$ cat src/include/video_consts.svh
// Video controller constants
`ifndef VIDEO_CONSTS_SVH
`define VIDEO_CONSTS_SVH

// ============================================================
// Bus and video widths.
// ============================================================
`define VIDEO_ADDR_W 32
`define VIDEO_DATA_W 32
`define VIDEO_RGB_W 24
`define VIDEO_POS_W 11

// Region codes in address bits 23:20, anything else is VRAM.
`define VIDEO_REGION_PALETTE 4'he
`define VIDEO_REGION_CTRL 4'hf

// Control register indices from address bits 3:2.
`define VIDEO_REG_OFFSET 2'd0
`define VIDEO_REG_PITCH 2'd1
`define VIDEO_REG_SKIP 2'd2

// ============================================================
// Buffer sizes.
// ============================================================
`define VIDEO_MAX_PITCH 640
`define VIDEO_WB_DEPTH 16
`define VIDEO_PAL_DEPTH 256
`define VIDEO_PAL_ADDR_W 8
`define VIDEO_LINE_WORDS (`VIDEO_MAX_PITCH / 4)
`define VIDEO_LINE_ADDR_W ($clog2(`VIDEO_LINE_WORDS))

`endif

$ cat src/source/video_pkg.sv
// Video controller types
`default_nettype none

`include "video_consts.svh"

package video_pkg;

	// One line buffer word.
	// Seen either raw or as four pixel indices, pixel 0 in the low byte.
	typedef union packed {
		logic [`VIDEO_DATA_W-1:0] raw;
		logic [`VIDEO_DATA_W/8-1:0][7:0] pix;
	} line_word_t;

	// Skip mode register.
	typedef struct packed {
		logic line_repeat;
		logic pixel_double;
	} skip_t;

endpackage

`default_nettype wire

$ cat src/source/video_pixel_path.sv
// Pixel lookup pipeline
`timescale 1ns/1ps
`default_nettype none

`include "video_consts.svh"

module video_pixel_path (
	input wire i_clock,
	input wire i_rst_n,
	input wire [`VIDEO_POS_W-1:0] i_pos_x,
	input wire video_pkg::skip_t i_skip,
	output logic [`VIDEO_LINE_ADDR_W-1:0] o_line_raddr,
	input wire video_pkg::line_word_t i_line_rdata,
	output logic [`VIDEO_PAL_ADDR_W-1:0] o_pal_raddr,
	input wire [`VIDEO_RGB_W-1:0] i_pal_rdata,
	output logic [`VIDEO_RGB_W-1:0] o_rgb
);

	logic [`VIDEO_POS_W-3:0] column;
	logic [1:0] byte_sel;
	logic [1:0] byte_sel_d;

	// Column and byte within the word, halved when doubling.
	always_comb begin
		if (i_skip.pixel_double) begin
			column = {1'b0, i_pos_x[`VIDEO_POS_W-1:3]};
			byte_sel = i_pos_x[2:1];
		end else begin
			column = i_pos_x[`VIDEO_POS_W-1:2];
			byte_sel = i_pos_x[1:0];
		end
	end

	assign o_line_raddr = column[`VIDEO_LINE_ADDR_W-1:0];
	assign o_pal_raddr = i_line_rdata.pix[byte_sel_d];

	// Byte select lines up with the line RAM output.
	always_ff @(posedge i_clock or negedge i_rst_n) begin
		if (!i_rst_n) begin
			byte_sel_d <= '0;
			o_rgb <= '0;
		end else begin
			byte_sel_d <= byte_sel;
			o_rgb <= i_pal_rdata;
		end
	end

endmodule

`default_nettype wire

$ cat config.mk
export PLATFORM = sky130hd
export DESIGN_NAME = video_pixel_path
export DESIGN_NICKNAME = d
export VERILOG_FILES = /design/src/source/video_pkg.sv /design/src/source/video_pixel_path.sv
export VERILOG_INCLUDE_DIRS = /design/src /design/src/include
export SDC_FILE = /design/constraint.sdc
export NUM_CORES = 1
export LEC_CHECK = 0
export BUFFER_PORTS_ARGS = -buffer_cell sky130_fd_sc_hd__buf_2
export CAP_MARGIN = 20
export CELL_PAD_IN_SITES_DETAIL_PLACEMENT = 1
export CELL_PAD_IN_SITES_GLOBAL_PLACEMENT = 2
export CORE_MARGIN = 2
export CORE_UTILIZATION = 18
export CTS_CLUSTER_SIZE = 25
export DETAILED_ROUTE_END_ITERATION = 7
export HOLD_SLACK_MARGIN = 0.03
export PLACE_DENSITY = 0.82
export SLEW_MARGIN = 20
export SYNTH_ARGS = -nofsm -noshare
export SYNTH_HDL_FRONTEND = slang
export SYNTH_SLANG_ARGS = --single-unit
$ cat constraint.sdc
create_clock -name i_clock -period 1.4 [get_ports i_clock]
set_clock_uncertainty 0.15 [all_clocks]
set_input_delay 0.07 -clock i_clock [delete_from_list [all_inputs] [get_ports i_clock]]
set_output_delay 0.07 -clock i_clock [all_outputs]
set_load 0.02 [all_outputs]
==> summary.md <==
| Metric | Value |
|---|---|
| Failing checks | `setup timing` |
| DRC | `0` |
| Die Y | `just under 80 microns` |
| Synth Warn # | `0` |
| Top cells by count, synth | `dfrtp_1 (26), mux2_2 (10), mux4_2 (8)` |
| Number of fill cells in the layout | `~570` |
| Post-synth top flop | `dfrtp_1` |
| Post-route cell area | `2000 sq um` |
| Unrepaired setup endpoints after global routing | `true` |
| Overflow after GRT | `0` |
| Full die area | `5960 sq um` |
| Max-slew violations | `0` |
| HP Class | `in -> reg` |
| Ys async rst share | `1.00` |
| Comb power frac | `0.269` |
| Ant. Diodes | `0` |
| Placement Setup Slack | `between 0.008 and 0.009 ns` |
| ANT nets after route | `0` |
| Sw power | `0.000480 W` |
| Routed vias | `between 900 and 1000` |
| Initial core utilization | `0.188` |
| Area contributors post-synth | `dfrtp_1 (67%), mux4_2 (19%), mux2_2 (12%)` |
| CTS root buf | `clkbuf_8` |
| Final setup vio count | `8` |
| Top Ports | `approximately 110` |
| Cts bufs inserted | `3` |
| Drt initial violations | `23` |
| CP Data Required Time | `roughly 1.2 ns` |
| Final std cells w/o fill | `between 200 and 300` |
| Status | `finished with violations` |
| CTS clk-pin slew, worst paths | `roughly 0.090 ns` |
| DR WL/cell | `roughly 16 microns` |
| Worst Hold End | `byte_sel_d[1]$_DFF_PN0_` |
| Clock Path Buffers | `2` |
| Tmin final | `roughly 1.7 ns` |
| PortBufs | `roughly 110` |
| Seq/Total Area, Yosys | `0.674` |
| Clock sinks | `26` |
| Max Cap Viol | `0` |
| Share of layout cells above drive strength 1 | `0.710` |
| Core Rows | `26` |
| EDFF count, synth | `0` |
| Critical path type | `reg -> out` |
| FF+latch count, synth | `26` |
| Layout Nets | `258` |
| H-tree depth | `1` |
| DR pass1 iterations | `4` |
| Setup WS post-layout | `-0.279 ns` |
| Worst Tran Pin Value | `0.555 ns` |
| All-Layer GR Usage | `0.140` |
| First-pass GRT wire length | `between 6000 and 7000 microns` |
| Vias in the first global route | `between 1000 and 1500` |
| Count leader, synth | `dfrtp_1` |
| Mapped Cells | `47` |
| Vias per cell | `3.90` |
| Seq pwr share | `0.417` |
| Power Density | `968 nW/um^2` |
| Sequential Area | `651 sq um` |
| Inst Count DP | `224` |
| RD Place Congestion | `0.785` |
| Core Box Area | `between 5000 and 6000 sq um` |
| CP endpoint kind | `output pin` |
| Slew HR | `0.630` |
| Placed instance area | `about 1600 sq um` |
| Syn_area_per_cell | `20.5 sq um` |
| Period utilisation layout | `1.20` |
| Clock power share | `0.314` |
| Count of different cell masters after synthesis | `6` |
| Final Util | `0.389` |
| Critical Path Start Type | `register` |
| Largest net degree at the start of global routing | `27` |
| Worst setup startpoint | `byte_sel_d[0]$_DFF_PN0_` |
| P&R area growth vs syn | `107%` |
| Max Clk Rate | `0.596 GHz` |
| Hold path cells | `2` |
| Critical-path maximum fanout | `8` |
| Area leader, netlist | `dfrtp_1` |
| Area of the multi-input gates | `293 sq um` |
| Leakage Power | `1.00 nW` |
| P_int | `roughly 0.0015 W` |
| Arr. time, crit path | `1.46 ns` |
| Syn nets | `between 100 and 150` |
| Cell Area, Synth | `a little under 1000 sq um` |
| Net Sw Frac | `0.248` |
| Worst IR Drop VDD | `between 0.6 and 0.7 mV` |
| Initial antenna violation count | `0` |
| Min-delay src | `i_skip[0]` |
| Final wirelength | `4000 microns` |
| Die width | `77.2 microns` |
| Final Hold Fails | `0` |
| CTS tree | `done` |
| Top cell type's share of synthesized area | `0.674` |
| Post-CTS Setup Repair Bufs | `0` |
[metal layers]
layer | up-vias | part of all wire | track usage
met5 | - | 0 | 0
li1 | 450 | - | -
met2 | 66 | 0.60 | 0.298
met3 | 4 | 0.086 | 0.0388
met1 | 478 | 0.31 | 0.128
met4 | 0 | 0.012 | 0.0286
[registers in the layout, indices dropped and copies added, names as in the netlist]
| signal | count |
|---|---|
| byte_sel_d | 2 |
| o_rgb | 24 |
[critical path: stages, from the launching register on]
cell and delay, ns:
dfrtp_1 0.38, buf_12 0.14, mux4_2 0.52, buf_6 0.15
[power by group through the flow]
| stage | Combinational, W | Clock, W | Sequential (W) |
|---|---|---|---|
| floorplan | 0.000167 | 0 | 0.000862 |
| global placement | 0.000414 | 0 | 0.000818 |
| detailed placement | 0.000416 | 0 | 0.000821 |
| CTS | 0.000518 | 0.000626 | 0.000806 |
| global route | 0.000555 | 0.000665 | 0.000813 |
| finish | 0.000520 | 0.000608 | 0.000807 |
[repair_timing]
| item | in CTS | in global routing |
|---|---|---|
| endpoints found under the hold margin | 52 | 0 |
| setup endpoints to repair | 8 | 8 |
| gates resized for setup | 16 | 0 |
| hold buffers | 28 | 0 |
[final cells by class]
class | instances | area share
Timing Repair Buffer | 138 | 0.448
Clock buffer | 3 | 0.0207
Tap cell | 70 | 0.0438
Sequential cell | 26 | 0.326
Clock inverter | 1 | 0.0150
Multi-Input combinational cell | 18 | 0.147
[worst max-delay path by stage]
stage / to / slack [ns] / depth (start not counted)
6_report: o_pal_raddr[5] / -0.28 / 3
5_1_grt: o_pal_raddr[5] / -0.33 / 3
4_1_cts: o_pal_raddr[5] / -0.29 / 3
3_5_place_dp: o_pal_raddr[5] / 0.009 / 3
3_3_place_gp: o_pal_raddr[6] / 0.01 / 3
2_1_floorplan: o_pal_raddr[0] / 0.14 / 2
[layout by cell type, fill, tap and decap left out]
cell / Yosys / routed
mux2_2: 10 / 10
clkbuf_8: 0 / 3
bufinv_16: 0 / 1
buf_6: 1 / 8
mux4_2: 8 / 8
buf_2: 1 / 101
dlygate4sd3_1: 0 / 28
dfrtp_1: 26 / 26
buf_12: 0 / 1
[metrics by stage]
step                setup TNS (ns)  hold WS (ns)  power, W
floorplan                        0        -0.376   0.00103
global placement                 0       -0.0609   0.00123
detailed placement               0       -0.0597   0.00124
CTS                          -2.24        0.0662   0.00195
global route                 -2.55        0.0890   0.00203
finish                       -2.15        0.0742   0.00193
[cell families after synthesis]
kind of cell,count (synthesis),synth area share
buffers and inverters,3,0.0220
muxes,18,0.304
DFF,26,0.674
No activity file was read; power rests on OpenSTA's default activity.
