--- src/include/video_consts.svh ---
// Video controller constants
`ifndef VIDEO_CONSTS_SVH
`define VIDEO_CONSTS_SVH

// ============================================================
// Bus and video widths.
// ============================================================
`define VIDEO_ADDR_W 32
`define VIDEO_DATA_W 32
`define VIDEO_RGB_W 24
`define VIDEO_POS_W 11

// Region codes in address bits 23:20, anything else is VRAM.
`define VIDEO_REGION_PALETTE 4'he
`define VIDEO_REGION_CTRL 4'hf

// Control register indices from address bits 3:2.
`define VIDEO_REG_OFFSET 2'd0
`define VIDEO_REG_PITCH 2'd1
`define VIDEO_REG_SKIP 2'd2

// ============================================================
// Buffer sizes.
// ============================================================
`define VIDEO_MAX_PITCH 640
`define VIDEO_WB_DEPTH 16
`define VIDEO_PAL_DEPTH 256
`define VIDEO_PAL_ADDR_W 8
`define VIDEO_LINE_WORDS (`VIDEO_MAX_PITCH / 4)
`define VIDEO_LINE_ADDR_W ($clog2(`VIDEO_LINE_WORDS))

`endif

--- src/source/video_pkg.sv ---
// Video controller types
`default_nettype none

`include "video_consts.svh"

package video_pkg;

	// One line buffer word.
	// Seen either raw or as four pixel indices, pixel 0 in the low byte.
	typedef union packed {
		logic [`VIDEO_DATA_W-1:0] raw;
		logic [`VIDEO_DATA_W/8-1:0][7:0] pix;
	} line_word_t;

	// Skip mode register.
	typedef struct packed {
		logic line_repeat;
		logic pixel_double;
	} skip_t;

endpackage

`default_nettype wire

--- src/source/video_line_fetcher.sv ---
// Scan line fetcher
`timescale 1ns/1ps
`default_nettype none

`include "video_consts.svh"

module video_line_fetcher (
	input wire i_clock,
	input wire i_rst_n,
	input wire i_hblank,
	input wire i_vblank,
	input wire [`VIDEO_ADDR_W-1:0] i_read_offset,
	input wire [`VIDEO_DATA_W-1:0] i_pitch,
	input wire video_pkg::skip_t i_skip,
	output logic o_vram_req,
	output logic [`VIDEO_ADDR_W-1:0] o_vram_addr,
	input wire [`VIDEO_DATA_W-1:0] i_vram_rdata,
	input wire i_vram_ack,
	output logic o_line_we,
	output logic [`VIDEO_LINE_ADDR_W-1:0] o_line_addr,
	output video_pkg::line_word_t o_line_wdata
);

	localparam logic [1:0] FT_IDLE = 2'd0;
	localparam logic [1:0] FT_REQ = 2'd1;
	localparam logic [1:0] FT_WAIT = 2'd2;

	// Two sync stages plus the previous value for edge detection.
	logic [2:0] hb_sync;
	logic [2:0] vb_sync;
	logic [`VIDEO_ADDR_W-1:0] row;
	logic odd_line;
	logic [`VIDEO_DATA_W-3:0] word_cnt;
	logic [`VIDEO_DATA_W-3:0] words;
	logic [1:0] state;
	logic hb_fall;
	logic vb_rise;
	logic start;
	logic next_word;

	assign words = i_pitch[`VIDEO_DATA_W-1:2];
	assign hb_fall = hb_sync[2] && !hb_sync[1];
	assign vb_rise = vb_sync[1] && !vb_sync[2];
	// Odd lines under line repeat keep the old buffer contents.
	assign start = hb_fall && !vb_sync[1] && (state == FT_IDLE) && (words != '0)
		&& (!i_skip.line_repeat || !odd_line);
	assign next_word = (state == FT_WAIT) && !i_vram_ack && (word_cnt != words);

	always_ff @(posedge i_clock or negedge i_rst_n) begin
		if (!i_rst_n) begin
			hb_sync <= '0;
			vb_sync <= '0;
			row <= '0;
			odd_line <= 1'b0;
			word_cnt <= '0;
			state <= FT_IDLE;
			o_vram_req <= 1'b0;
			o_line_we <= 1'b0;
		end else begin
			hb_sync <= {hb_sync[1:0], i_hblank};
			vb_sync <= {vb_sync[1:0], i_vblank};
			o_line_we <= 1'b0;

			if (vb_rise) begin
				row <= '0;
				odd_line <= 1'b0;
			end else if (hb_fall && !vb_sync[1]) begin
				odd_line <= !odd_line;
			end
			if (start) begin
				row <= row + i_pitch;
				word_cnt <= '0;
				o_vram_req <= 1'b1;
				state <= FT_REQ;
			end

			// ====================================================
			// One word per port B handshake.
			// ====================================================
			case (state)
				FT_REQ: begin
					if (i_vram_ack) begin
						o_vram_req <= 1'b0;
						o_line_we <= 1'b1;
						word_cnt <= word_cnt + 1'b1;
						state <= FT_WAIT;
					end
				end
				FT_WAIT: begin
					if (next_word) begin
						o_vram_req <= 1'b1;
						state <= FT_REQ;
					end else if (!i_vram_ack) begin
						state <= FT_IDLE;
					end
				end
				default: ;
			endcase
		end
	end

	// Burst address and line buffer data.
	always_ff @(posedge i_clock) begin
		if (start) begin
			o_vram_addr <= i_read_offset + row;
		end else if (next_word) begin
			o_vram_addr <= o_vram_addr + 4;
		end
		if ((state == FT_REQ) && i_vram_ack) begin
			o_line_addr <= word_cnt[`VIDEO_LINE_ADDR_W-1:0];
			o_line_wdata.raw <= i_vram_rdata;
		end
	end

endmodule

`default_nettype wire

--- config.mk ---
export PLATFORM = sky130hd
export DESIGN_NAME = video_line_fetcher
export DESIGN_NICKNAME = d
export VERILOG_FILES = /design/src/source/video_pkg.sv /design/src/source/video_line_fetcher.sv
export VERILOG_INCLUDE_DIRS = /design/src /design/src/include
export SDC_FILE = /design/constraint.sdc
export NUM_CORES = 1
export LEC_CHECK = 0
export ABC_AREA = 1
export BUFFER_PORTS_ARGS = -buffer_cell sky130_fd_sc_hd__buf_2
export CAP_MARGIN = 30
export CORE_MARGIN = 1
export CORE_UTILIZATION = 59
export DETAILED_ROUTE_END_ITERATION = 10
export MAX_ROUTING_LAYER = met4
export PLACE_DENSITY = 0.91
export SLEW_MARGIN = 20
export SYNTH_ARGS = -nofsm -noshare
export SYNTH_HDL_FRONTEND = slang
export SYNTH_SLANG_ARGS = --single-unit
--- constraint.sdc ---
create_clock -name i_clock -period 3.2 [get_ports i_clock]
set_clock_uncertainty 0.15 [all_clocks]
set_input_delay 0.16 -clock i_clock [delete_from_list [all_inputs] [get_ports i_clock]]
set_output_delay 0.16 -clock i_clock [all_outputs]
set_load 0.02 [all_outputs]
==> metrics <==
Reg area=0.00399 mm^2; layout cells sized above 1=0.122; violated checks=hold timing; P_int=0.00471 W; Nets=2,237; CP top delay family=simple AND/OR/NAND/NOR gates; top-count cell post-synth=nand2_1; CP peak stage delay=400 ps; Layout fillers=1,638; Die Ht=145 um; grt ovf=0; mean post-synth cell area=6.50 um^2; #FFs+latches synth=145; Max VDD drop=0.453 mV; EDFF count, synth=72; Clk pwr share=0.240; top_reg_cell synth=dfrtp_1; CORE AREA=0.0197 mm^2; Pre-Repair DR Iteration Count=7; slew margin rel.=0.568; critical-path cell list=ha_1 -> inv_1 -> fa_1 -> inv_1 -> nand3_1 -> nand3_1 -> nand3_1 -> nand3_1 -> nand2_1 -> nand2_1 -> nand2_1 -> nand3_1 -> nand2_1; hold slack=-16.4 ps; cts bufs inserted=17; Synth top area share=0.227; largest net degree at the start of global routing=74; min Tclk post-route=2570 ps; Layout Cells excl Fill=2,343; RSZ-0062 raised after global routing=no; syn nets=2,017; clock tree buffer depth=2; most frequent cells after synthesis=724 x nand2_1, 314 x inv_1, 172 x nor2_1; cell mode on critical path=nand3_1; CP arrival=2620 ps; H-tree level count=4; yosys warns=0; drt drc=0; Worst-Margin Slew=647 ps; switching share of power=0.453; Setup CP Type=reg2reg; Crit. path cell count=13; share of power burned in registers=0.315; power density over the cells=608 mW/mm^2; Inst Count DP=2,271; growth of design area from synthesis to finish=18.3%; Yosys cell types=41; DR WL/cell=15.4 um; CP Max Fanout=4; post-DR vias/cell=5.40; post-synthesis sequential area ratio=0.333; Vias=12,600; Ant. Diodes=0; Max Cap Viol=0; GPL Wtd Cong=0.966; Detailed Place HPWL=27,200 um; Clock Tree Root=clkbuf_16; P_leak=7.78 nW; Power, Total=0.00862 W; Final Util=0.719; Port Buf Inserts=175; Hold WC Path Type=in2async; total die area=0.0209 mm^2; outcome=finished with violations; Total GRT Usage=0.369; DRT antenna net count=0; Slew Viols, Final=0; # IOs=177; TNS Setup=0 ps; switching pwr=0.00391 W; Worst-path clk slew=80 ps; Worst-Skew Late Latency=440 ps; top cell type by total area after synthesis=nand2_1; area of the multi-input gates=0.00669 mm^2; CTS Sinks=145; Worst Path Buf+Inv=2; CP endpoint kind=flop; Starting Density=0.608; Fmax=0.389 GHz; Final setup viols=0; Comb pwr share=0.445; number of DRC markers in iteration 0=1,094; overall routed net length=36,200 um; final hold violations=18; final worst path period share=0.803; Worst path slowest cell=dfrtp_1; Rows=51; R2R cell count=13; post-synthesis instance area=0.0120 mm^2; post-synthesis cell count=1,845; CP required=3250 ps; Synth area leaders=nand2_1 23%, edfxtp_1 18%, dfrtp_1 15%; die width=145 um; CTS tree=done; CP Launch Type=flop; first-pass GRT wire length=57,200 um; vias in the first global route=11,800; asr flop ratio synth=0.503; antenna violations before repair=0
[sequential cells by signal, summed over array words and instances (netlist names)]
name          count
vb_sync           3
o_vram_addr      32
row              32
odd_line          1
word_cnt         30
o_vram_req        1
o_line_wdata     32
hb_sync           3
state             2
o_line_we         1
o_line_addr       8
[placed cells by master (no fill, tap or decap), types with 2 or more instances in the layout]
cell           instances
buf_2                174
and3_1                 2
dlygate4sd3_1         38
a21oi_1               50
nand2_1              723
nand4_1               22
o21ai_0               37
ha_1                  67
or2_2                 11
o21ai_1               10
buf_4                  7
nor2_1               172
fa_1                   2
inv_2                  4
nand2_4                4
xor2_1                27
nor3_1                22
edfxtp_1              72
dfrtp_1               73
inv_6                  2
inv_1                314
nand3_4                3
nor2_2                 4
inv_8                  5
nand2_2                3
nand3b_1              11
nand3_1              127
o21bai_1               4
clkbuf_16             17
o22ai_1                5
nor2_4                 5
and2_1                 3
clkinv_8               6
clkinv_4               2
a21o_1                 4
xnor2_1               34
[power by group through the flow]
stage	Combinational (W)	Clock, W	Sequential (W)
floorplan	0.00255	0	0.00280
global placement	0.00355	0	0.00272
detailed placement	0.00367	0	0.00273
CTS	0.00375	0.00207	0.00270
global route	0.00432	0.00214	0.00275
finish	0.00383	0.00207	0.00272
[repair_timing]
item,CTS,global route
hold buffers,38,0
buffers inserted,0,0
hold endpoints to repair,111,0
endpoints found under the setup margin,0,0
gates resized for setup,0,0
[through the flow]
step	cell area (um^2)	setup WS, ps
2_1_floorplan	12000	809
3_5_place_dp	13100	727
3_3_place_gp	13100	848
4_1_cts	14100	718
6_report	14200	630
5_1_grt	14200	466
[cell families after synthesis]
kind of cell             synth area share
AND/OR/NAND/NOR                     0.391
AO/OA/AOI/OAI                      0.0499
XOR/XNOR                           0.0446
buffers and inverters               0.109
adder cells (fa/ha/maj)            0.0733
flip-flops                          0.333
[metal layers]
metal,track usage,part of all wire
met5,-,0
met4,0.174,0.041
met3,0.0474,0.077
met2,0.603,0.47
met1,0.453,0.41
[path summary, 6_finish.rpt]
check                           startpoint              end  slack, ps
worst max register to register      row[0]  o_vram_addr[28]        630
max in group asynchronous          i_rst_n          row[23]       2320
min in group i_clock            i_pitch[1]           row[1]         40
worst max-delay path                row[0]  o_vram_addr[28]        630
worst min register to register  hb_sync[0]       hb_sync[1]        200
worst min-delay path               i_rst_n     word_cnt[19]        -20
[worst register-to-register path, stage by stage (launching register included)]
cell and delay (ps):
dfrtp_1 400, ha_1 210, inv_1 60, fa_1 350, inv_1 120, nand3_1 90, nand3_1 170, nand3_1 120
nand3_1 200, nand2_1 110, nand2_1 80, nand2_1 40, nand3_1 150, nand2_1 80
[cell type report]
cell class / instances / share of cell area
clock inverter: 15 / 0.0132
sequential: 145 / 0.281
timing repair buffer: 221 / 0.0950
multi-input combinational: 1361 / 0.472
clock buffer: 17 / 0.0300
tap: 265 / 0.0234
inverter: 319 / 0.0848
Note: power is estimated with default switching activity, not from simulation.
