==> src/include/video_consts.svh <==
// Video controller constants
`ifndef VIDEO_CONSTS_SVH
`define VIDEO_CONSTS_SVH

// ============================================================
// Bus and video widths.
// ============================================================
`define VIDEO_ADDR_W 32
`define VIDEO_DATA_W 32
`define VIDEO_RGB_W 24
`define VIDEO_POS_W 11

// Region codes in address bits 23:20, anything else is VRAM.
`define VIDEO_REGION_PALETTE 4'he
`define VIDEO_REGION_CTRL 4'hf

// Control register indices from address bits 3:2.
`define VIDEO_REG_OFFSET 2'd0
`define VIDEO_REG_PITCH 2'd1
`define VIDEO_REG_SKIP 2'd2

// ============================================================
// Buffer sizes.
// ============================================================
`define VIDEO_MAX_PITCH 640
`define VIDEO_WB_DEPTH 16
`define VIDEO_PAL_DEPTH 256
`define VIDEO_PAL_ADDR_W 8
`define VIDEO_LINE_WORDS (`VIDEO_MAX_PITCH / 4)
`define VIDEO_LINE_ADDR_W ($clog2(`VIDEO_LINE_WORDS))

`endif

==> src/source/video_pkg.sv <==
// Video controller types
`default_nettype none

`include "video_consts.svh"

package video_pkg;

	// One line buffer word.
	// Seen either raw or as four pixel indices, pixel 0 in the low byte.
	typedef union packed {
		logic [`VIDEO_DATA_W-1:0] raw;
		logic [`VIDEO_DATA_W/8-1:0][7:0] pix;
	} line_word_t;

	// Skip mode register.
	typedef struct packed {
		logic line_repeat;
		logic pixel_double;
	} skip_t;

endpackage

`default_nettype wire

==> src/source/video_cpu_decoder.sv <==
// Processor bus decoder
`timescale 1ns/1ps
`default_nettype none

`include "video_consts.svh"

module video_cpu_decoder (
	input wire i_clock,
	input wire i_rst_n,
	input wire i_cpu_req,
	input wire i_cpu_we,
	input wire [`VIDEO_ADDR_W-1:0] i_cpu_addr,
	input wire [`VIDEO_DATA_W-1:0] i_cpu_wdata,
	output logic [`VIDEO_DATA_W-1:0] o_cpu_rdata,
	output logic o_cpu_ack,
	output logic o_wb_req,
	output logic o_wb_we,
	output logic [`VIDEO_ADDR_W-1:0] o_wb_addr,
	output logic [`VIDEO_DATA_W-1:0] o_wb_wdata,
	input wire [`VIDEO_DATA_W-1:0] i_wb_rdata,
	input wire i_wb_ack,
	output logic o_pal_we,
	output logic [`VIDEO_PAL_ADDR_W-1:0] o_pal_addr,
	output logic [`VIDEO_RGB_W-1:0] o_pal_wdata,
	output logic [`VIDEO_ADDR_W-1:0] o_read_offset,
	output logic [`VIDEO_DATA_W-1:0] o_pitch,
	output video_pkg::skip_t o_skip
);

	localparam logic [2:0] ST_IDLE = 3'd0;
	localparam logic [2:0] ST_VRAM = 3'd1;
	localparam logic [2:0] ST_PALETTE = 3'd2;
	localparam logic [2:0] ST_CONTROL = 3'd3;
	localparam logic [2:0] ST_RELEASE = 3'd4;

	logic [2:0] state;
	logic [3:0] region;
	logic [1:0] reg_idx;

	assign region = i_cpu_addr[23:20];
	assign reg_idx = i_cpu_addr[3:2];

	// ============================================================
	// Access FSM and control registers.
	// ============================================================
	always_ff @(posedge i_clock or negedge i_rst_n) begin
		if (!i_rst_n) begin
			state <= ST_IDLE;
			o_cpu_ack <= 1'b0;
			o_wb_req <= 1'b0;
			o_wb_we <= 1'b0;
			o_pal_we <= 1'b0;
			o_read_offset <= '0;
			o_pitch <= '0;
			o_skip <= '0;
		end else begin
			case (state)
				ST_IDLE: begin
					// Wait out the tail of the previous buffer handshake.
					if (i_cpu_req && !i_wb_ack) begin
						if (region == `VIDEO_REGION_PALETTE) begin
							o_pal_we <= i_cpu_we;
							state <= ST_PALETTE;
						end else if (region == `VIDEO_REGION_CTRL) begin
							state <= ST_CONTROL;
						end else begin
							o_wb_req <= 1'b1;
							o_wb_we <= i_cpu_we;
							state <= ST_VRAM;
						end
					end
				end
				ST_VRAM: begin
					if (i_wb_ack) begin
						o_wb_req <= 1'b0;
						o_cpu_ack <= 1'b1;
						state <= ST_RELEASE;
					end
				end
				ST_PALETTE: begin
					o_pal_we <= 1'b0;
					state <= ST_RELEASE;
				end
				ST_CONTROL: begin
					if (i_cpu_we) begin
						case (reg_idx)
							`VIDEO_REG_OFFSET: o_read_offset <= i_cpu_wdata;
							`VIDEO_REG_PITCH: o_pitch <= i_cpu_wdata;
							`VIDEO_REG_SKIP: o_skip <= i_cpu_wdata[1:0];
							default: ;
						endcase
					end
					state <= ST_RELEASE;
				end
				ST_RELEASE: begin
					// Ack follows req until the master lets go.
					o_cpu_ack <= i_cpu_req;
					if (!i_cpu_req) begin
						state <= ST_IDLE;
					end
				end
				default: state <= ST_IDLE;
			endcase
		end
	end

	// Latched addresses, write data and read data.
	always_ff @(posedge i_clock) begin
		if (state == ST_IDLE) begin
			o_wb_addr <= {{(`VIDEO_ADDR_W-24){1'b0}}, i_cpu_addr[23:0]};
			o_wb_wdata <= i_cpu_wdata;
			o_pal_addr <= i_cpu_addr[9:2];
			o_pal_wdata <= i_cpu_wdata[`VIDEO_RGB_W-1:0];
		end
		if ((state == ST_VRAM) && i_wb_ack) begin
			o_cpu_rdata <= i_wb_rdata;
		end else if (state == ST_PALETTE) begin
			o_cpu_rdata <= '0;
		end else if (state == ST_CONTROL) begin
			case (reg_idx)
				`VIDEO_REG_OFFSET: o_cpu_rdata <= o_read_offset;
				`VIDEO_REG_PITCH: o_cpu_rdata <= o_pitch;
				`VIDEO_REG_SKIP: o_cpu_rdata <= {{(`VIDEO_DATA_W-2){1'b0}}, o_skip};
				default: o_cpu_rdata <= '0;
			endcase
		end
	end

endmodule

`default_nettype wire

==> config.mk <==
export PLATFORM = sky130hd
export DESIGN_NAME = video_cpu_decoder
export DESIGN_NICKNAME = d
export VERILOG_FILES = /design/src/source/video_pkg.sv /design/src/source/video_cpu_decoder.sv
export VERILOG_INCLUDE_DIRS = /design/src /design/src/include
export SDC_FILE = /design/constraint.sdc
export NUM_CORES = 1
export LEC_CHECK = 0
export ABC_AREA = 1
export BUFFER_PORTS_ARGS = -buffer_cell sky130_fd_sc_hd__buf_4
export CAP_MARGIN = 10
export CORE_UTILIZATION = 45
export DETAILED_ROUTE_END_ITERATION = 7
export GPL_ROUTABILITY_DRIVEN = 0
export PLACE_DENSITY = 0.84
export SLEW_MARGIN = 20
export SYNTH_ARGS = -nofsm -noshare
export SYNTH_HDL_FRONTEND = slang
export SYNTH_SLANG_ARGS = --single-unit
==> constraint.sdc <==
create_clock -name i_clock -period 2.8 [get_ports i_clock]
set_input_delay 0.14 -clock i_clock [delete_from_list [all_inputs] [get_ports i_clock]]
set_output_delay 0.14 -clock i_clock [all_outputs]
set_load 0.03 [all_outputs]
==> flow_summary.ini <==
[sta]
setup_viol_count_final = 0
setup-tns-final_ns = 0
worst_pin_slew_ns = 0.975
relSlewSlack_pct = 35.0
rsz0062_at_grt = no
max_clock_freq_mhz = 515
worst_hold_slack_ns = 0.0178
hold_viol = 0
report.final.slew_viol_count = 0
period_needed_ns = 1.94
min_period_over_period_pct = 69.4
worst_clock_skew_ns = 0.0112

[clock_network]
clock_sinks = 161
cts_buffer_depth = 2
cts_tree = done
clkTransAtPathRegs_ns = 0.06
cts_max_level = 4
cts.repair.resized = 0
root_buffer = clkbuf_16
postCtsSetupBuffers = 0
cts-buffers-inserted = 17
clock_latency_ns = 0.42

[worst_setup_path]
arrival_ns = 2.22
critPathTopFamily = simple AND/OR/NAND/NOR gates
critPathMaxFanout = 64
crit_chain = dlygate4sd3_1, buf_4, inv_1, nor2_4, nand2_4, nand2_1, o21ai_2
reg2reg_setup_slack_ns = 0.89
required_ns = 3.08
startpoint_type = input pin
slowest_stage = dlygate4sd3_1
crit_type = input pin to flop
cp_slowest_stage_delay_ns = 0.54
critPathCaptureType = flop
critPathBufInv = 3

[place]
dp_hpwl_mm = 11.8
place_inst = 993
place_area_sq_mm = 0.00865
portBuffers = 282

[global_routing]
grt_pass1_wl_mm = 29.8
grt.total_usage_pct = 25.2
grt_max_degree = 74
overflow = 0
antenna_found_initial = 0
grt_pass1_vias = 5660

[floorplan]
ios = 299
die_h_um = 124
die_w_um = 124
start_util_pct = 46.3
die_area_sq_mm = 0.0154
fp.coreArea_sq_mm = 0.0145
rows = 44

[power]
p_per_area_mw_per_mm2 = 999
leakage_nw = 4.90
power.total_mw = 10.1
ir_worst_vdd_mv = 0.560

[routing]
wl_met1_mm = 7.13
vias = 5559
highest_layer = met4
finalWirelength_mm = 19.2
vias_per_cell = 5.00
routedWlPerCell_um = 17.3
antenna_left = 0
first_pass_iters = 5
routed-wl-met3_mm = 1.27
drc = 0
first_iter_violations = 379
wl_met2_mm = 10.2

[finish]
stdcell_area_sq_mm = 0.0101
area_growth_pct = 50.3
nFillCells = 1006
drive_above_1_share_pct = 38.7
nets = 1015
num_antenna_cells = 0
finalNonFillerCells = 1111

[run]
drv_cap = 0

[synthesis]
synthesis.area_sq_mm = 0.00672
yosysUniqueCellTypes = 23
synth-edff-count = 88
synth_area_leaders = edfxtp_1, dfrtp_1, nand2_1, buf_4, a22o_1
async_flop_share_pct = 45.3
synth_top_area_cell = edfxtp_1
synthCells = 577
synth_warnings = 0
synth_flop_cell = edfxtp_1
ys_seq_area_share_pct = 66.5
synth_most_common_cell = nand2_1
syn_area_per_cell_sq_um = 11.7
synth_common_cells = nand2_1, edfxtp_1, dfrtp_1
synth_top_area_share_pct = 39.3
synth-seq-cells = 161

[status]
status = completed

[worst_hold_path]
hold_class = input pin to flop
worst paths after layout:
path | startpoint | end | cells past startpoint
setup / recovery | i_cpu_addr[2] | o_pitch[12] | 7
hold / removal | i_wb_rdata[16] | o_cpu_rdata[16] | 3
setup reg to reg | state[2] | o_read_offset[14] | 6
hold reg to reg | o_pal_we | o_pal_we | 2
max in group asynchronous | i_rst_n | o_skip[1] | 2
min in group asynchronous | i_rst_n | o_read_offset[26] | 2
flip-flops by register name, summed over array words and instances (netlist names), 2 cells and up:
name / cells
o_cpu_rdata: 32
o_pal_addr: 7
o_pitch: 32
o_read_offset: 32
o_skip: 2
o_wb_addr: 17
o_wb_wdata: 32
state: 3
per-layer routing:
layer / global-route usage (%) / vias up
met4: 12.6 / 0
met3: 6.81 / 46
li1: - / 2555
met5: 0 / -
met2: 44.0 / 241
met1: 28.1 / 2717
tightest hold or removal path, cell delays in order:
cell and delay, ns:
buf_4 0.08, nand2_1 0.05, nand2_1 0.07
cell families (layout without fill, tap and decap cells):
group           after synthesis  count (layout)  share of synthesized area, %
flops                       161             161                          66.5
compound gates              102             102                          10.9
simple gates                205             205                          12.4
other cells                   1               8                        0.0558
buf+inv                     108             451                          10.2
final cells by class:
type                            instances  area (sq um)  area share [%]
Clock inverter                         10           133            1.31
Sequential cell                       161          4470            44.2
Inverter                               44           165            1.63
Multi-Input combinational cell        315          1610            16.0
Timing Repair Buffer                  375          3030            30.0
Clock buffer                           22           464            4.59
Tap cell                              184           230            2.28
cell usage in the layout, fill, tap and decap left out, drive strengths merged:
| cell type | synthesis | final |
|---|---|---|
| a22o | 30 | 30 |
| buf | 62 | 289 |
| bufinv | 0 | 3 |
| clkbuf | 2 | 22 |
| clkinv | 0 | 6 |
| conb | 1 | 8 |
| dfrtp | 73 | 73 |
| dlygate4sd3 | 0 | 86 |
| edfxtp | 88 | 88 |
| inv | 44 | 45 |
| nand2 | 179 | 179 |
| nand3 | 12 | 12 |
| nand4 | 2 | 2 |
| nor2 | 9 | 9 |
| nor3 | 3 | 3 |
| o21ai | 71 | 71 |
| o21bai | 1 | 1 |
through the flow:
step / util (%) / worst slack (ns)
floorplan: - / 0.467
global placement: 59.5 / 0.992
detailed placement: 59.5 / 0.924
CTS: 69.5 / 0.888
global route: 69.5 / 0.711
finish: 69.5 / 0.858
power breakdown:
part	switching, mW	total (mW)	internal (mW)	leakage, nW
logic	2.71	4.06	1.35	2.76
registers	0.359	3.69	3.33	1.84
clock network	0.901	2.35	1.45	0.298
what timing repair did:
| item | CTS | global route |
|---|---|---|
| setup endpoints to repair | 0 | 0 |
| endpoints found under the hold margin | 178 | 1 |
| hold buffers | 85 | 1 |
Note: power is estimated with default switching activity, not from simulation.
