[src/include/video_consts.svh]
// Video controller constants
`ifndef VIDEO_CONSTS_SVH
`define VIDEO_CONSTS_SVH

// ============================================================
// Bus and video widths.
// ============================================================
`define VIDEO_ADDR_W 32
`define VIDEO_DATA_W 32
`define VIDEO_RGB_W 24
`define VIDEO_POS_W 11

// Region codes in address bits 23:20, anything else is VRAM.
`define VIDEO_REGION_PALETTE 4'he
`define VIDEO_REGION_CTRL 4'hf

// Control register indices from address bits 3:2.
`define VIDEO_REG_OFFSET 2'd0
`define VIDEO_REG_PITCH 2'd1
`define VIDEO_REG_SKIP 2'd2

// ============================================================
// Buffer sizes.
// ============================================================
`define VIDEO_MAX_PITCH 640
`define VIDEO_WB_DEPTH 16
`define VIDEO_PAL_DEPTH 256
`define VIDEO_PAL_ADDR_W 8
`define VIDEO_LINE_WORDS (`VIDEO_MAX_PITCH / 4)
`define VIDEO_LINE_ADDR_W ($clog2(`VIDEO_LINE_WORDS))

`endif

[src/source/video_write_buffer.sv]
// VRAM write buffer
`timescale 1ns/1ps
`default_nettype none

`include "video_consts.svh"

module video_write_buffer #(
	parameter int DEPTH = `VIDEO_WB_DEPTH
) (
	input wire i_clock,
	input wire i_rst_n,
	input wire i_req,
	input wire i_we,
	input wire [`VIDEO_ADDR_W-1:0] i_addr,
	input wire [`VIDEO_DATA_W-1:0] i_wdata,
	output logic [`VIDEO_DATA_W-1:0] o_rdata,
	output logic o_ack,
	output logic o_bus_req,
	output logic o_bus_we,
	output logic [`VIDEO_ADDR_W-1:0] o_bus_addr,
	output logic [`VIDEO_DATA_W-1:0] o_bus_wdata,
	input wire [`VIDEO_DATA_W-1:0] i_bus_rdata,
	input wire i_bus_ack
);

	// DEPTH must be a power of two, pointers carry one wrap bit.
	localparam int AW = $clog2(DEPTH);
	localparam logic [1:0] BUS_IDLE = 2'd0;
	localparam logic [1:0] BUS_REQ = 2'd1;
	localparam logic [1:0] BUS_DONE = 2'd2;

	logic [`VIDEO_ADDR_W-1:0] fifo_addr [DEPTH];
	logic [`VIDEO_DATA_W-1:0] fifo_data [DEPTH];
	logic [AW:0] wr_ptr;
	logic [AW:0] rd_ptr;
	logic [1:0] bus_state;
	logic rd_active;
	logic empty;
	logic full;
	logic push;
	logic pop;

	assign empty = (wr_ptr == rd_ptr);
	assign full = (wr_ptr[AW] != rd_ptr[AW]) && (wr_ptr[AW-1:0] == rd_ptr[AW-1:0]);
	assign push = i_req && i_we && !o_ack && !full;
	assign pop = (bus_state == BUS_REQ) && i_bus_ack && !rd_active;

	// ============================================================
	// Pointers, inner handshake and port A sequencing.
	// ============================================================
	always_ff @(posedge i_clock or negedge i_rst_n) begin
		if (!i_rst_n) begin
			wr_ptr <= '0;
			rd_ptr <= '0;
			o_ack <= 1'b0;
			o_bus_req <= 1'b0;
			o_bus_we <= 1'b0;
			rd_active <= 1'b0;
			bus_state <= BUS_IDLE;
		end else begin
			if (push) begin
				wr_ptr <= wr_ptr + 1'b1;
			end
			if (pop) begin
				rd_ptr <= rd_ptr + 1'b1;
			end
			if (!i_req) begin
				o_ack <= 1'b0;
			end else if (push) begin
				o_ack <= 1'b1;
			end

			case (bus_state)
				BUS_IDLE: begin
					// Queued writes go first, reads wait for an empty FIFO.
					if (!empty) begin
						o_bus_req <= 1'b1;
						o_bus_we <= 1'b1;
						bus_state <= BUS_REQ;
					end else if (i_req && !i_we && !o_ack) begin
						o_bus_req <= 1'b1;
						o_bus_we <= 1'b0;
						rd_active <= 1'b1;
						bus_state <= BUS_REQ;
					end
				end
				BUS_REQ: begin
					if (i_bus_ack) begin
						o_bus_req <= 1'b0;
						bus_state <= BUS_DONE;
						if (rd_active) begin
							o_ack <= 1'b1;
							rd_active <= 1'b0;
						end
					end
				end
				BUS_DONE: begin
					if (!i_bus_ack) begin
						bus_state <= BUS_IDLE;
					end
				end
				default: bus_state <= BUS_IDLE;
			endcase
		end
	end

	// FIFO storage and bus payload.
	always_ff @(posedge i_clock) begin
		if (push) begin
			fifo_addr[wr_ptr[AW-1:0]] <= i_addr;
			fifo_data[wr_ptr[AW-1:0]] <= i_wdata;
		end
		if (bus_state == BUS_IDLE) begin
			if (!empty) begin
				o_bus_addr <= fifo_addr[rd_ptr[AW-1:0]];
				o_bus_wdata <= fifo_data[rd_ptr[AW-1:0]];
			end else begin
				o_bus_addr <= i_addr;
				o_bus_wdata <= i_wdata;
			end
		end
		if ((bus_state == BUS_REQ) && i_bus_ack && rd_active) begin
			o_rdata <= i_bus_rdata;
		end
	end

endmodule

`default_nettype wire

[config.mk]
export PLATFORM = sky130hd
export DESIGN_NAME = video_write_buffer
export DESIGN_NICKNAME = d
export VERILOG_FILES = /design/src/source/video_write_buffer.sv
export VERILOG_INCLUDE_DIRS = /design/src /design/src/include
export SDC_FILE = /design/constraint.sdc
export NUM_CORES = 1
export LEC_CHECK = 0
export BUFFER_PORTS_ARGS = -buffer_cell sky130_fd_sc_hd__buf_2
export CORE_AREA = 5 5 291 293
export CTS_CLUSTER_DIAMETER = 100
export DETAILED_ROUTE_END_ITERATION = 12
export DIE_AREA = 0 0 296 298
export GPL_ROUTABILITY_DRIVEN = 0
export PLACE_DENSITY = 0.77
export SYNTH_ARGS = -nofsm -noshare
export SYNTH_HDL_FRONTEND = slang
export SYNTH_SLANG_ARGS = --single-unit
[constraint.sdc]
create_clock -name i_clock -period 7 [get_ports i_clock]
set_input_delay 1.05 -clock i_clock [delete_from_list [all_inputs] [get_ports i_clock]]
set_output_delay 1.05 -clock i_clock [all_outputs]
set_load 0.02 [all_outputs]
==> flow_summary.ini, run 1 <==
[global_routing]
gr-total-overflow = 0
grtUsageMet1 = 0.306
gr-usage-met2 = 0.367
grt-busiest-layer = met2
grt_pass1_wl_um = 145000
grt_pass1_vias = 22300
antenna_found_initial = 12
grt_use_met3 = 0.0416
grt_max_degree = 122
grt_util_all_layers = 0.222

[synthesis]
netlist.area_leader.share = 0.772
ys_ff_latch = 1136
syn_avg_cell_area_um2 = 20.6
synth_cell_types = 44
synth-compound-area-share = 0.0522
yosysWarnings = 0
post-synth-top-area-cell = edfxtp_1
synth-simple-area-share = 0.0192
synth_top_family_by_area = multiplexers
synthAdderAreaFrac = 0.00144
synth.area.top_cells = edfxtp_1, mux4_2, mux2i_1
syn-num-nets = 2219
ys_seq_area_frac = 0.781
synthMuxAreaShare = 0.126
syn_area_um2 = 43600
synthXorXnorAreaFrac = 0.00336
synth_cells = 2113

[finish]
syn2layout_area_growth_pct = 12.6
nets = 2441
final_layout_size_suffix_gt1_frac = 0.262
layoutNonFillerInstCount = 3500
n_fill_cell = 5472

[critical_path]
crit_path_start_kind = flop
critical_path_class = flop to flop
path_buf_inv = 2
slowest_delay_ns = 1.03
cp_common_cell = buf_4
slowest_stage = dfrtp_4
cp.required_ns = 7.38
crit_path_end_kind = flop
critPathMaxFanout = 55
cp_top_family = buffers and inverters
cp_cell_sequence = xnor2_1 > nand4_4 > buf_4 > or2_4 > buf_4 > a31oi_1
worstPathArrival_ns = 4.68

[power]
ir_drop_mv = 0.393
p_per_area_nw_per_um2 = 396
p_leak_nw = 16.2

[cts]
clock_latency_ns = 0.69
cts-htree-levels = 3
cts_buffer_depth = 3
cts_resized = 0
clock-sinks = 1136
cts_hold_repair.buffers = 0
path_clk_slew_ns = 0.06
cts_buffers = 107
cts_setup_buffers = 0
cts_tree = built
cts-root-buf = clkbuf_16

[routing]
drtIter0Drc = 2693
ant_nets = 0
via_per_inst = 6.27
wl_per_cell_um = 28.4
drtPass1Iterations = 5
routed_wl_um = 99600
route.detailed.drc = 0
vias = 22000

[floorplanning]
initial_core_util = 0.534
core_area_um2 = 81600
rows = 105
fp.dieW_um = 296
io_pins = 200
die_h_um = 298
dieArea_um2 = 88200

[sta]
rsz0062_at_grt = false
max_slew.worst_pin.slew_ns = 1.11
finalMaxSlewViolations = 0
setup_viol_count_final = 0
final.period_utilization = 0.615
finalSetupTns_ns = 0
period_minus_slack_ns = 4.30
skew_ns = 0.0344
hold_viol = 0
max_freq_mhz = 232
relSlewSlack = 0.261

[job]
drv_cap = 0

[place]
dp.cells = 3296
io_buffers = 199
hpwl_um = 51200

[outcome]
status = completed

[hold_path]
hold_path.class = input port to async pin
[metrics by stage]
stage,instance area [um2],utilization,worst slack [ns],total power [mW],hold WS [ns]
6_report,49100,0.601,2.70,19.4,0.304
5_1_grt,49000,0.601,2.60,20.1,0.332
4_1_cts,49000,0.601,2.76,19.5,0.287
3_5_place_dp,45700,0.560,2.82,14.0,0.475
3_3_place_gp,45700,0.560,2.88,13.9,0.464
2_1_floorplan,43600,-,0.638,12.4,0.502
[power breakdown]
group	internal, mW	switching (mW)
sequential	8.23	0.487
combinational	2.05	3.11
clock	3.16	2.41
[cell type report]
type	instances	area (um2)	share of cell area
Clock buffer	139	2880	0.0587
Multi-Input combinational cell	845	8950	0.182
Inverter	6	23.8	0.000485
Antenna cell	8	20.0	0.000408
Tap cell	1070	1340	0.0273
Timing Repair Buffer	239	1310	0.0267
Sequential cell	1136	34000	0.694
Clock inverter	57	488	0.00995
[path summary, 6_finish.rpt]
check	end	from	slack (ns)	cells past startpoint
worst max register to register	o_bus_addr[27]	rd_ptr[0]	2.70	6
worst min register to register	o_bus_we	o_bus_we	0.49	2
worst min-delay path	rd_active	i_rst_n	0.30	1
max in group asynchronous	rd_ptr[2]	i_rst_n	6.35	1
worst max-delay path	o_bus_addr[27]	rd_ptr[0]	2.70	6
min in group i_clock	o_bus_we	o_bus_we	0.49	2
[cells in the final DEF (no fill, tap or decap), types with 2 or more instances in the layout]
cell / Yosys / routed
mux4_2: 129 / 129
o31ai_1: 2 / 2
nor2b_1: 5 / 2
nor2_4: 0 / 2
dfrtp_1: 16 / 13
nand2_1: 69 / 69
o22ai_2: 60 / 60
o21ai_0: 2 / 2
diode_2: 0 / 8
nor2_1: 4 / 3
clkinvlp_4: 0 / 3
clkbuf_8: 0 / 4
mux2i_1: 255 / 255
and3_4: 0 / 12
buf_2: 51 / 199
nor3_2: 0 / 2
clkinv_1: 0 / 28
dfrtp_4: 0 / 3
or2_2: 2 / 2
clkbuf_16: 0 / 109
clkinv_2: 0 / 13
o22ai_1: 67 / 67
a211oi_1: 33 / 33
inv_6: 0 / 2
a211oi_2: 30 / 30
inv_1: 6 / 5
bufinv_16: 0 / 7
clkbuf_1: 41 / 26
nand3b_1: 2 / 2
clkinv_8: 0 / 2
xnor2_2: 2 / 2
edfxtp_1: 1120 / 1120
nor3_1: 68 / 66
nand4_1: 2 / 2
buf_4: 17 / 39
a31oi_1: 65 / 65
nor2b_4: 0 / 3
xnor2_1: 11 / 11
mux2_2: 2 / 2
ha_1: 5 / 5
[cells in the mapped netlist]
library cell / instances
a211oi_2: 30
edfxtp_1: 1120
and3_1: 12
nand3_1: 2
xnor2_1: 11
nor2_1: 4
o31ai_1: 2
buf_2: 51
o22a_1: 1
o211ai_1: 1
buf_4: 17
nand4_1: 2
or2_1: 1
clkbuf_1: 41
buf_6: 17
nand3b_1: 2
o22ai_2: 60
a31oi_1: 65
o21ai_0: 2
nand4_2: 1
nand2_1: 69
a221oi_2: 1
and2_1: 1
mux2_2: 2
nor2_2: 1
a21oi_1: 1
inv_1: 6
ha_1: 5
xnor2_2: 2
and4_1: 1
a211oi_1: 33
nor3b_1: 1
or2_2: 2
o22ai_1: 67
and3b_1: 1
dfrtp_1: 16
mux4_2: 129
nor2b_1: 5
mux2i_1: 255
o21a_1: 1
or3b_1: 1
o2111ai_1: 1
xor2_1: 2
nor3_1: 68
[layer usage]
| metal | routed length [um] | vias to the layer above |
|---|---|---|
| li1 | - | 9221 |
| met4 | 2650 | 8 |
| met1 | 37500 | 11300 |
| met2 | 49400 | 1229 |
| met3 | 10000 | 190 |
| met5 | 46 | - |
[sequential cells by signal, indices dropped and copies added, names as in the netlist]
register / count
o_bus_addr: 32
rd_ptr: 5
o_bus_wdata: 32
o_bus_req: 1
o_bus_we: 1
wr_ptr: 5
fifo_data: 512
o_rdata: 32
bus_state: 2
rd_active: 1
o_ack: 1
fifo_addr: 512
[logic make-up after synthesis]
family	count (synthesis)
fa+ha+maj	5
simple gates	174
buf+inv	132
mux	386
flops	1136
xor+xnor	15
compound gates	265
(Power assumes the default switching activity.)
==> run 2: changes to the inputs <==
--- a/config.mk
+++ b/config.mk
@@ -12,7 +12,7 @@
 export DETAILED_ROUTE_END_ITERATION = 12
 export DIE_AREA = 0 0 296 298
 export GPL_ROUTABILITY_DRIVEN = 0
-export PLACE_DENSITY = 0.77
+export PLACE_DENSITY = 0.8
 export SYNTH_ARGS = -nofsm -noshare
 export SYNTH_HDL_FRONTEND = slang
 export SYNTH_SLANG_ARGS = --single-unit
==> constraint.sdc (replaced) <==
create_clock -name i_clock -period 3.9 [get_ports i_clock]
set_input_delay 0.585 -clock i_clock [delete_from_list [all_inputs] [get_ports i_clock]]
set_output_delay 0.585 -clock i_clock [all_outputs]
set_load 0.02 [all_outputs]
==> run 2 against run 1 <==
  * First-iteration DRC count is 3.0% higher
  * Total power grew 83%
  * Wire length rose by 0.39%
  * Register-to-register slack lost 2.0 ns
  * Critical path depth did not move
  * Global-route usage increased by 0.36 points
  * Final cell count rose by 0.51%
  * Final area increased by 1.1%
  * Flip-flop and latch count did not move
  * Via count is 1.2% higher
  * Sequential share of layout area decreased by 0.78 points
  * Die area unchanged
==> flow_summary.ini, run 2 (synthesized netlist as in run 1, its figures left out) <==
[routing]
drtIter0Drc = 2774
wl_per_cell_um = 28.4
routed_wl_um = 99900
ant_nets = 0
via_per_inst = 6.32
vias = 22200
route.detailed.drc = 0
drtPass1Iterations = 5

[critical_path]
critPathMaxFanout = 39
cp.required_ns = 4.26
worstPathArrival_ns = 3.52
crit_path_start_kind = flop
crit_path_end_kind = flop
critical_path_class = flop to flop

[global_routing]
antenna_found_initial = 6
gr-total-overflow = 0
grt_max_degree = 138
grt_pass1_vias = 23000
grt_util_all_layers = 0.226
grt_pass1_wl_um = 149000

[cts]
cts-htree-levels = 3
cts_buffers = 106
path_clk_slew_ns = 0.06
clock_latency_ns = 0.68
cts_resized = 0
cts_tree = built
clock-sinks = 1136
cts-root-buf = clkbuf_16
cts_buffer_depth = 3

[finish]
nets = 2460
final_common_cell = edfxtp_1
syn2layout_area_growth_pct = 13.8
n_fill_cell = 5356
layout_common_cells = edfxtp_1, mux2i_1, buf_2
final_layout_size_suffix_gt1_frac = 0.272

[sta]
relSlewSlack = 0.221
hold_ws_ns = 0.0732
period_minus_slack_ns = 3.16
setup_viol_count_final = 0
max_slew.worst_pin.slew_ns = 1.17
max_freq_mhz = 317
hold_viol = 0
final.period_utilization = 0.810
rsz0062_at_grt = false
skew_ns = 0.0311
finalMaxSlewViolations = 0

[floorplanning]
rows = 105
io_pins = 200
dieArea_um2 = 88200
fp.dieW_um = 296
initial_core_util = 0.534
core_area_um2 = 81600
die_h_um = 298

[power]
power_mw = 35.6
p_per_area_nw_per_um2 = 717
p_leak_nw = 16.4
ir_drop_mv = 0.999

[hold_path]
hold_path.class = input port to flop

[job]
drv_cap = 0

[place]
io_buffers = 199
hpwl_um = 55500

[outcome]
status = completed
-- run 2: what timing repair did --
item	CTS	global route
hold buffers	1	0
endpoints found under the hold margin	16	0
buffers inserted	0	0
-- run 2: power by group --
group | switching (mW) | internal (mW)
Clock | 4.45 | 6.03
Combinational | 6.02 | 3.80
Sequential | 0.530 | 14.8
Total | 11.0 | 24.6
-- run 2: metrics by stage --
| stage | util | setup TNS [ns] | setup slack, ns | area (um2) | std cells |
|---|---|---|---|---|---|
| after floorplan | - | -57.00 | -0.427 | 43600 | 2113 |
| after global placement | 0.564 | 0 | 1.01 | 46000 | 3315 |
| after detailed placement | 0.564 | 0 | 0.902 | 46000 | 3315 |
| after CTS | 0.608 | 0 | 0.743 | 49600 | 3516 |
| after global routing | 0.608 | 0 | 0.643 | 49600 | 3517 |
| final | 0.608 | 0 | 0.741 | 49600 | 3518 |
-- run 2: area by class of cell --
cell class              instances  area, um2  area share
flip-flops and latches       1136      34000       0.686
multi-input cells             845       8960       0.181
clock buffers                 130       2780      0.0561
repair buffers                259       1690      0.0340
well taps                    1070       1340      0.0270
clock inverters                70        772      0.0156
inverters                       6       23.8    0.000479
diodes                          2       5.00    0.000101
-- run 2: path summary, 6_finish.rpt --
kind | start | endpoint | slack [ns] | cells after the start
worst min register to register | o_bus_we | o_bus_we | 0.49 | 2
min in group asynchronous | i_rst_n | rd_active | 0.44 | 2
worst max register to register | rd_ptr[1] | o_bus_addr[29] | 0.74 | 6
worst max-delay path | rd_ptr[1] | o_bus_addr[29] | 0.74 | 6
max in group asynchronous | i_rst_n | rd_ptr[1] | 3.11 | 2
worst min-delay path | i_bus_rdata[14] | o_rdata[14] | 0.07 | 1
-- run 2: critical path: stages (launching register included) --
cell	delay, ns
dfrtp_4	0.55
buf_4	0.61
buf_4	0.67
mux2i_1	0.30
o22ai_1	0.13
a211oi_1	0.36
a31oi_1	0.18
-- run 2: routing by layer --
metal | track usage | vias to the layer above | share of wire
met5 | 0 | - | 0.00023
met4 | 0.0738 | 4 | 0.030
met3 | 0.0412 | 202 | 0.098
met2 | 0.370 | 1399 | 0.49
met1 | 0.313 | 11400 | 0.38
li1 | - | 9255 | -
